**src/rtl/l1_axi_pkg.sv**
```systemverilog
package l1_axi_pkg;

    // Default widths of the L1 memory port
    localparam int L1_ADDR_BITS = 48;
    localparam int L1_LINE_BITS = 256;

    // Request type from the L1 cache
    typedef logic [1:0] req_type_t;
    localparam int REQ_TYPE_WRITE  = 0;         // 0 = read, 1 = write
    localparam int REQ_TYPE_CACHED = 1;         // 0 = device, 1 = cached

    typedef logic [2:0] axi_size_t;             // Bytes per beat is 2**size

    // AxCACHE encodings
    typedef logic [3:0] axi_cache_t;
    localparam axi_cache_t CACHE_RD_WRBACK_ALLOC = 4'b1111;
    localparam axi_cache_t CACHE_RD_DEVICE       = 4'b0000;
    localparam axi_cache_t CACHE_WR_WRBACK_ALLOC = 4'b1111;
    localparam axi_cache_t CACHE_WR_DEVICE       = 4'b0000;

    // AxPROT layout
    //   [2] 0 = data, 1 = instruction
    //   [1] 0 = secure
    //   [0] 0 = unprivileged
    typedef logic [2:0] axi_prot_t;

    // RRESP/BRESP code with bit 1 set for SLVERR and DECERR
    typedef logic [1:0] axi_resp_t;
    localparam int RESP_ERR_BIT = 1;

    // AXI channel sequencer states
    typedef enum logic [2:0] {
        SEQ_IDLE,
        SEQ_AR,
        SEQ_R,
        SEQ_AW,
        SEQ_W,
        SEQ_B
    } seq_state_t;

endpackage

```
**src/rtl/l1_req_decode.sv**
```systemverilog
`timescale 1ns/1ps

module l1_req_decode #(
    parameter int ADDR_W = l1_axi_pkg::L1_ADDR_BITS,
    parameter int LINE_W = l1_axi_pkg::L1_LINE_BITS
) (
    input  logic                   i_clk,
    input  logic                   i_nrst,
    input  logic                   i_accept,        // Request taken this cycle
    input  l1_axi_pkg::req_type_t  i_req_type,
    input  logic                   i_req_path,      // 1 = instruction fetch
    input  l1_axi_pkg::axi_size_t  i_req_size,
    input  logic [ADDR_W-1:0]      i_req_addr,
    input  logic [LINE_W/8-1:0]    i_req_strob,
    input  logic [LINE_W-1:0]      i_req_data,
    output logic                   o_dec_write,
    output logic [ADDR_W-1:0]      o_addr,
    output l1_axi_pkg::axi_size_t  o_size,
    output l1_axi_pkg::axi_cache_t o_cache,
    output l1_axi_pkg::axi_prot_t  o_prot,
    output logic [LINE_W-1:0]      o_wdata,
    output logic [LINE_W/8-1:0]    o_wstrb
);
    import l1_axi_pkg::*;

    logic       is_write;
    logic       is_cached;
    axi_cache_t cache_code;
    axi_prot_t  prot_code;

    assign is_write  = i_req_type[REQ_TYPE_WRITE];
    assign is_cached = i_req_type[REQ_TYPE_CACHED];

    // Sequencer branches on this before the capture
    assign o_dec_write = is_write;

    // Read and write use separate AxCACHE tables
    always_comb begin
        if (is_write) begin
            cache_code = is_cached ? CACHE_WR_WRBACK_ALLOC : CACHE_WR_DEVICE;
        end else begin
            cache_code = is_cached ? CACHE_RD_WRBACK_ALLOC : CACHE_RD_DEVICE;
        end
    end

    assign prot_code = {i_req_path, 2'b00};     // Secure, unprivileged

    // Attribute registers
    always_ff @(posedge i_clk or negedge i_nrst) begin
        if (!i_nrst) begin
            o_size  <= '0;
            o_cache <= CACHE_RD_DEVICE;
            o_prot  <= '0;
        end else if (i_accept) begin
            o_size  <= i_req_size;
            o_cache <= cache_code;
            o_prot  <= prot_code;
        end
    end

    // Address and line payload
    always_ff @(posedge i_clk) begin
        if (i_accept) begin
            o_addr <= i_req_addr;
            if (is_write) begin
                o_wdata <= i_req_data;
                o_wstrb <= i_req_strob;
            end else begin
                o_wdata <= '0;                  // Nothing to write on a read
                o_wstrb <= '0;
            end
        end
    end

endmodule

```
**src/rtl/axi_channel_seq.sv**
```systemverilog
`timescale 1ns/1ps

module axi_channel_seq (
    input  logic i_clk,
    input  logic i_nrst,
    input  logic i_req_valid,
    input  logic i_dec_write,       // Decoded write bit of the pending request
    input  logic i_ar_ready,
    input  logic i_aw_ready,
    input  logic i_w_ready,
    input  logic i_done,            // Response handshake completed
    output logic o_req_ready,
    output logic o_accept,
    output logic o_ar_valid,
    output logic o_aw_valid,
    output logic o_w_valid,
    output logic o_r_phase,
    output logic o_b_phase
);
    import l1_axi_pkg::*;

    seq_state_t state_q;
    seq_state_t state_d;
    logic       w_sent_q;           // W beat already taken while AW waits
    logic       w_sent_d;
    logic       w_hs;

    // Ready only in idle since one request runs at a time
    assign o_req_ready = (state_q == SEQ_IDLE);
    assign o_accept    = o_req_ready & i_req_valid;

    assign o_ar_valid = (state_q == SEQ_AR);
    assign o_aw_valid = (state_q == SEQ_AW);

    // W rides along with AW unless the slave took it early
    assign o_w_valid = ((state_q == SEQ_AW) & ~w_sent_q) | (state_q == SEQ_W);
    assign w_hs      = o_w_valid & i_w_ready;

    assign o_r_phase = (state_q == SEQ_R);
    assign o_b_phase = (state_q == SEQ_B);

    always_comb begin
        state_d  = state_q;
        w_sent_d = w_sent_q;
        case (state_q)
            SEQ_IDLE: begin
                w_sent_d = 1'b0;
                if (o_accept) begin
                    if (i_dec_write) begin
                        state_d = SEQ_AW;
                    end else begin
                        state_d = SEQ_AR;
                    end
                end
            end
            SEQ_AR: begin
                if (i_ar_ready) begin
                    state_d = SEQ_R;
                end
            end
            SEQ_R: begin
                if (i_done) begin
                    state_d = SEQ_IDLE;
                end
            end
            SEQ_AW: begin
                if (i_aw_ready) begin
                    // W taken now or before means only B is left
                    if (w_hs || w_sent_q) begin
                        state_d = SEQ_B;
                    end else begin
                        state_d = SEQ_W;    // AW went alone
                    end
                end else if (w_hs) begin
                    w_sent_d = 1'b1;
                end
            end
            SEQ_W: begin
                if (i_w_ready) begin
                    state_d = SEQ_B;
                end
            end
            SEQ_B: begin
                if (i_done) begin
                    state_d = SEQ_IDLE;
                end
            end
            default: begin
                state_d = SEQ_IDLE;
            end
        endcase
    end

    always_ff @(posedge i_clk or negedge i_nrst) begin
        if (!i_nrst) begin
            state_q  <= SEQ_IDLE;
            w_sent_q <= 1'b0;
        end else begin
            state_q  <= state_d;
            w_sent_q <= w_sent_d;
        end
    end

endmodule

```
**src/rtl/l1_resp_collect.sv**
```systemverilog
`timescale 1ns/1ps

module l1_resp_collect #(
    parameter int LINE_W = l1_axi_pkg::L1_LINE_BITS
) (
    input  logic                  i_clk,
    input  logic                  i_nrst,
    input  logic                  i_accept,
    input  logic                  i_req_path,
    input  logic                  i_r_phase,        // Sequencer waits for R
    input  logic                  i_b_phase,        // Sequencer waits for B
    input  logic                  i_r_valid,
    input  logic                  i_r_last,
    input  l1_axi_pkg::axi_resp_t i_r_resp,
    input  logic [LINE_W-1:0]     i_r_data,
    input  logic                  i_b_valid,
    input  l1_axi_pkg::axi_resp_t i_b_resp,
    output logic                  o_r_ready,
    output logic                  o_b_ready,
    output logic                  o_done,
    output logic                  o_resp_valid,
    output logic                  o_resp_path,
    output logic [LINE_W-1:0]     o_resp_data,
    output logic                  o_resp_load_fault,
    output logic                  o_resp_store_fault
);
    import l1_axi_pkg::*;

    logic path_q;
    logic r_done;
    logic b_done;

    // Path of the request in flight
    always_ff @(posedge i_clk or negedge i_nrst) begin
        if (!i_nrst) begin
            path_q <= 1'b0;
        end else if (i_accept) begin
            path_q <= i_req_path;
        end
    end

    assign o_r_ready = i_r_phase;
    assign o_b_ready = i_b_phase;

    // The beat with last ends the single-beat read
    assign r_done = i_r_phase & i_r_valid & i_r_last;
    assign b_done = i_b_phase & i_b_valid;

    assign o_done       = r_done | b_done;
    assign o_resp_valid = o_done;                   // No back-pressure toward L1
    assign o_resp_path  = path_q;
    assign o_resp_data  = i_r_data;

    assign o_resp_load_fault  = r_done & i_r_resp[RESP_ERR_BIT];
    assign o_resp_store_fault = b_done & i_b_resp[RESP_ERR_BIT];

endmodule

```
**src/rtl/l1_axi_bridge.sv**
```systemverilog
`timescale 1ns/1ps

module l1_axi_bridge #(
    parameter int ADDR_W = l1_axi_pkg::L1_ADDR_BITS,
    parameter int LINE_W = l1_axi_pkg::L1_LINE_BITS
) (
    input  logic                   i_clk,
    input  logic                   i_nrst,
    // L1 request
    input  logic                   i_req_valid,
    input  logic                   i_req_path,
    input  l1_axi_pkg::req_type_t  i_req_type,
    input  l1_axi_pkg::axi_size_t  i_req_size,
    input  logic [ADDR_W-1:0]      i_req_addr,
    input  logic [LINE_W/8-1:0]    i_req_strob,
    input  logic [LINE_W-1:0]      i_req_data,
    output logic                   o_req_ready,
    // L1 response
    output logic                   o_resp_valid,
    output logic                   o_resp_path,
    output logic [LINE_W-1:0]      o_resp_data,
    output logic                   o_resp_load_fault,
    output logic                   o_resp_store_fault,
    // AR channel
    output logic                   o_ar_valid,
    input  logic                   i_ar_ready,
    output logic [ADDR_W-1:0]      o_ar_addr,
    output l1_axi_pkg::axi_size_t  o_ar_size,
    output l1_axi_pkg::axi_cache_t o_ar_cache,
    output l1_axi_pkg::axi_prot_t  o_ar_prot,
    // R channel
    input  logic                   i_r_valid,
    output logic                   o_r_ready,
    input  logic [LINE_W-1:0]      i_r_data,
    input  l1_axi_pkg::axi_resp_t  i_r_resp,
    input  logic                   i_r_last,
    // AW channel
    output logic                   o_aw_valid,
    input  logic                   i_aw_ready,
    output logic [ADDR_W-1:0]      o_aw_addr,
    output l1_axi_pkg::axi_size_t  o_aw_size,
    output l1_axi_pkg::axi_cache_t o_aw_cache,
    output l1_axi_pkg::axi_prot_t  o_aw_prot,
    // W channel
    output logic                   o_w_valid,
    input  logic                   i_w_ready,
    output logic [LINE_W-1:0]      o_w_data,
    output logic [LINE_W/8-1:0]    o_w_strb,
    // B channel
    input  logic                   i_b_valid,
    output logic                   o_b_ready,
    input  l1_axi_pkg::axi_resp_t  i_b_resp
);
    import l1_axi_pkg::*;

    logic              accept;
    logic              dec_write;
    logic              r_phase;
    logic              b_phase;
    logic              done;
    logic [ADDR_W-1:0] req_addr;
    axi_size_t         req_size;
    axi_cache_t        req_cache;
    axi_prot_t         req_prot;

    l1_req_decode #(
        .ADDR_W(ADDR_W),
        .LINE_W(LINE_W)
    ) u_decode (
        .i_clk       (i_clk),
        .i_nrst      (i_nrst),
        .i_accept    (accept),
        .i_req_type  (i_req_type),
        .i_req_path  (i_req_path),
        .i_req_size  (i_req_size),
        .i_req_addr  (i_req_addr),
        .i_req_strob (i_req_strob),
        .i_req_data  (i_req_data),
        .o_dec_write (dec_write),
        .o_addr      (req_addr),
        .o_size      (req_size),
        .o_cache     (req_cache),
        .o_prot      (req_prot),
        .o_wdata     (o_w_data),
        .o_wstrb     (o_w_strb)
    );

    axi_channel_seq u_seq (
        .i_clk       (i_clk),
        .i_nrst      (i_nrst),
        .i_req_valid (i_req_valid),
        .i_dec_write (dec_write),
        .i_ar_ready  (i_ar_ready),
        .i_aw_ready  (i_aw_ready),
        .i_w_ready   (i_w_ready),
        .i_done      (done),
        .o_req_ready (o_req_ready),
        .o_accept    (accept),
        .o_ar_valid  (o_ar_valid),
        .o_aw_valid  (o_aw_valid),
        .o_w_valid   (o_w_valid),
        .o_r_phase   (r_phase),
        .o_b_phase   (b_phase)
    );

    l1_resp_collect #(
        .LINE_W(LINE_W)
    ) u_resp (
        .i_clk              (i_clk),
        .i_nrst             (i_nrst),
        .i_accept           (accept),
        .i_req_path         (i_req_path),
        .i_r_phase          (r_phase),
        .i_b_phase          (b_phase),
        .i_r_valid          (i_r_valid),
        .i_r_last           (i_r_last),
        .i_r_resp           (i_r_resp),
        .i_r_data           (i_r_data),
        .i_b_valid          (i_b_valid),
        .i_b_resp           (i_b_resp),
        .o_r_ready          (o_r_ready),
        .o_b_ready          (o_b_ready),
        .o_done             (done),
        .o_resp_valid       (o_resp_valid),
        .o_resp_path        (o_resp_path),
        .o_resp_data        (o_resp_data),
        .o_resp_load_fault  (o_resp_load_fault),
        .o_resp_store_fault (o_resp_store_fault)
    );

    // Both address channels read the same capture registers
    assign o_ar_addr  = req_addr;
    assign o_ar_size  = req_size;
    assign o_ar_cache = req_cache;
    assign o_ar_prot  = req_prot;
    assign o_aw_addr  = req_addr;
    assign o_aw_size  = req_size;
    assign o_aw_cache = req_cache;
    assign o_aw_prot  = req_prot;

endmodule

```
**config.mk**
```make
export PLATFORM = sky130hd
export DESIGN_NAME = l1_axi_bridge
export DESIGN_NICKNAME = d
export VERILOG_FILES = /design/src/rtl/l1_axi_pkg.sv /design/src/rtl/l1_req_decode.sv /design/src/rtl/axi_channel_seq.sv /design/src/rtl/l1_resp_collect.sv /design/src/rtl/l1_axi_bridge.sv
export SDC_FILE = /design/constraint.sdc
export NUM_CORES = 1
export LEC_CHECK = 0
export BUFFER_PORTS_ARGS = -buffer_cell sky130_fd_sc_hd__buf_4
export CAP_MARGIN = 20
export CORE_AREA = 2 2 506 508
export DETAILED_ROUTE_END_ITERATION = 16
export DIE_AREA = 0 0 508 510
export PLACE_DENSITY_LB_ADDON = 0.12
export SYNTH_ARGS = -nofsm -noshare
export SYNTH_HDL_FRONTEND = slang
export SYNTH_HIERARCHICAL = 1
export SYNTH_SLANG_ARGS = --single-unit
```
**constraint.sdc**
```tcl
create_clock -name i_clk -period 28.4 [get_ports i_clk]
set_input_delay 2.84 -clock i_clk [delete_from_list [all_inputs] [get_ports i_clk]]
set_output_delay 2.84 -clock i_clk [all_outputs]
set_load 0.05 [all_outputs]
```
==> out/results.ini <==
[critical_path]
end_kind=output port
crit_start=i_r_last
worst_ep_arrival_time_ns=3.54
timing.critical_path.from_type=input port
critical_path_class=in2out
critical_path.reg2reg.startpoint=u_seq/state_q[1]$_DFFE_PN0P_
worst-endpoint-required_ns=25.56
path_max_fanout=5

[pwr]
power.leakage_nw=8.70
peak_supply_drop_uv=40.5
totalPowerFinal_w=0.00223
powerDensity_nw_per_um2=92.3

[logic_synthesis]
yosys_warnings=6
synthMuxAreaShare=0.00549
share_of_synthesized_cell_area_in_full_adder_half_adder_and_majority_cells=0
netlist_instances=1034
mapped_cell_area_sq_um=15100
synth.distinct_cells=33
yosys.area_share.xor_xnor=0
fraction_of_synthesis_flops_using_an_asynchronous_set_or_reset_pin=0.0289
synth_top_flop_cell=sky130_fd_sc_hd__edfxtp_1
synth.ff_latch_count=346
yosysSeqAreaShare=0.687
post_synth_and_or_nand_nor_area_fraction=0.127
synth.avg_cell_area_sq_um=14.6
yosys.area.top_type=sky130_fd_sc_hd__edfxtp_1
synth_top_area_share=0.670
synth_enable_flop_cells=336
main_combinational_cell_family_by_area_after_synthesis=buffers and inverters
netlist_top_cells_area=sky130_fd_sc_hd__edfxtp_1 67%, sky130_fd_sc_hd__buf_4 16%, sky130_fd_sc_hd__and2_1 12%
share_of_the_synthesized_area_in_compound_gates_ao_oa_aoi_oai=0.00640

[timing]
fin_hold_ws_ns=0.528
timing_worst_slew_pin_value_ns=0.901
timing.setup.tns_ns=0
setup_ws_ns=22.02
timing_max_transition_violations_final=0
final.min_clock_period_ns=6.38
unrepaired_setup_endpoints_after_global_routing=false
maxClockFrequency_mhz=157
final_count_of_negative_setup_slack_endpoints=0
final_min_period_over_clock_period=0.225
slew_headroom=0.399
hold_viol_final=0
fin_skew_ns=0.0157

[routing]
wirelength_microns=90600
route.detailed.vias_per_inst=1.97
drc_violation_count_after_routing=0
drt_pre_antenna_iters=4
detail-route-antenna-nets=0
num_vias=9679
drt_first_iter_violations=542
avgRoutedWirePerCell_microns=18.4

[cts]
clock_latency_late_sink_ns=0.63
clock-sinks=346
tritoncts=built
cts-root-buf=sky130_fd_sc_hd__clkbuf_16
post-cts-setup-buffers=0
cts-resized-gates=0
cts-buffers-inserted=51
post_cts_hold_buffers=0
worst_path_clk_slew_ns=0.05
cts.path.max_buffers=3
cts_htree_levels=2

[floorplan]
placeableCoreArea_sq_um=253000
core.rowCount=185
die_w_microns=508
start_util=0.0594
fp.dieH_microns=510
die_area_sq_um=259000
ios=1281

[layout]
final_core_util=0.0953
layout-area-overhead-vs-synth_pct=60.5
layout.cells.most_common=sky130_fd_sc_hd__buf_4
design.final.nets=2112
final_layout_size_suffix_gt1_frac=0.553
layout.cells.most_common_list=768 x sky130_fd_sc_hd__buf_4, 336 x sky130_fd_sc_hd__edfxtp_1, 288 x sky130_fd_sc_hd__and2_1, 51 x sky130_fd_sc_hd__clkbuf_16, 13 x sky130_fd_sc_hd__clkinv_1

[global_routing]
global_route.overflow_total=0
grt_pass1_wl_microns=111000
grt_pass1_vias=10239
globalRouteTotalUtil=0.0654
antenna_found_initial=18
largest_net_degree_at_the_start_of_global_routing=113

[place]
buffer_ports.inserted=762
place_hpwl_microns=75800
finalWeightedCongestion=0.789
dp_worst_setup_slack_ns=22.00

[hold_path]
hp-start=u_resp/o_resp_path$_DFFE_PN0P_
hold_path_class=reg2reg

[flow_run]
timing.max_cap.violations=0

[run_status]
run_status=finished clean

==> final timing paths <==
path                                                  endpoint  slack, ns  cells after the start
min                             u_resp/o_resp_path$_DFFE_PN0P_       0.53                      1
max                                               o_resp_valid      22.02                      3
min reg2reg                     u_resp/o_resp_path$_DFFE_PN0P_       0.53                      1
min in group asynchronous       u_decode/o_size[0]$_DFFE_PN0P_       2.05                      1
max reg2reg                u_decode/o_wdata[114]$_SDFFCE_PN0P_      24.41                      5
max in group asynchronous         u_seq/state_q[2]$_DFFE_PN0P_      26.19                      1
==> layer usage <==
layer / GRT usage / up-vias / routed length (microns)
li1: - / 4120 / -
met1: 0.0523 / 4548 / 24900
met2: 0.127 / 749 / 49600
met3: 0.0275 / 262 / 9830
met4: 0.0448 / 0 / 6300
met5: 0 / - / 0
==> worst max-delay path, cell delays in order <==
cell and delay, ns:
sky130_fd_sc_hd__buf_4 0.12, sky130_fd_sc_hd__a32o_1 0.34, sky130_fd_sc_hd__buf_4 0.23
==> per-stage QoR <==
| stage | cell area (sq um) | instances |
|---|---|---|
| after floorplan | 15100 | 1035 |
| after global placement | 22500 | 4814 |
| after detailed placement | 22500 | 4814 |
| after CTS | 24100 | 4909 |
| after global routing | 24200 | 4910 |
| final | 24200 | 4913 |
==> state kept, by name, summed over array words and instances, names as in the netlist <==
name	flops
u_seq/w_sent_q	1
u_decode/o_prot	1
u_decode/o_cache	1
u_decode/o_wstrb	32
u_decode/o_addr	48
u_decode/o_size	3
u_seq/state_q	3
u_resp/o_resp_path	1
u_decode/o_wdata	256
==> cell families after synthesis <==
group           after synthesis
buf+inv                     359
flops                       346
simple gates                306
compound gates               15
mux                           7
other cells                   1
==> synth_stat cells, types with 2 or more instances <==
| master | instances |
|---|---|
| sky130_fd_sc_hd__nor3b_1 | 3 |
| sky130_fd_sc_hd__and2_1 | 289 |
| sky130_fd_sc_hd__clkbuf_1 | 2 |
| sky130_fd_sc_hd__o21ai_0 | 4 |
| sky130_fd_sc_hd__clkbuf_2 | 23 |
| sky130_fd_sc_hd__nand2b_1 | 2 |
| sky130_fd_sc_hd__nor2_1 | 4 |
| sky130_fd_sc_hd__a21oi_1 | 4 |
| sky130_fd_sc_hd__buf_2 | 6 |
| sky130_fd_sc_hd__edfxtp_1 | 336 |
| sky130_fd_sc_hd__and3_1 | 2 |
| sky130_fd_sc_hd__dfrtp_1 | 10 |
| sky130_fd_sc_hd__mux2_2 | 5 |
| sky130_fd_sc_hd__buf_4 | 325 |
==> report_power, final <==
part	switching (W)	leakage, nW	internal (W)
sequential	0.0000475	3.27	0.000701
clock	0.000263	0.812	0.000388
combinational	0.000622	4.61	0.000209
total	0.000932	8.70	0.00130
==> layout make-up <==
type	count	area, sq um
antenna	4	10.0
clock buffer	61	1320
clock inverter	34	360
fill	29138	229000
inverter	2	7.51
multi-input combinational	330	2110
sequential	346	10300
tap	3366	4210
timing repair buffer	770	5800
Note: power is estimated with default switching activity, not from simulation.
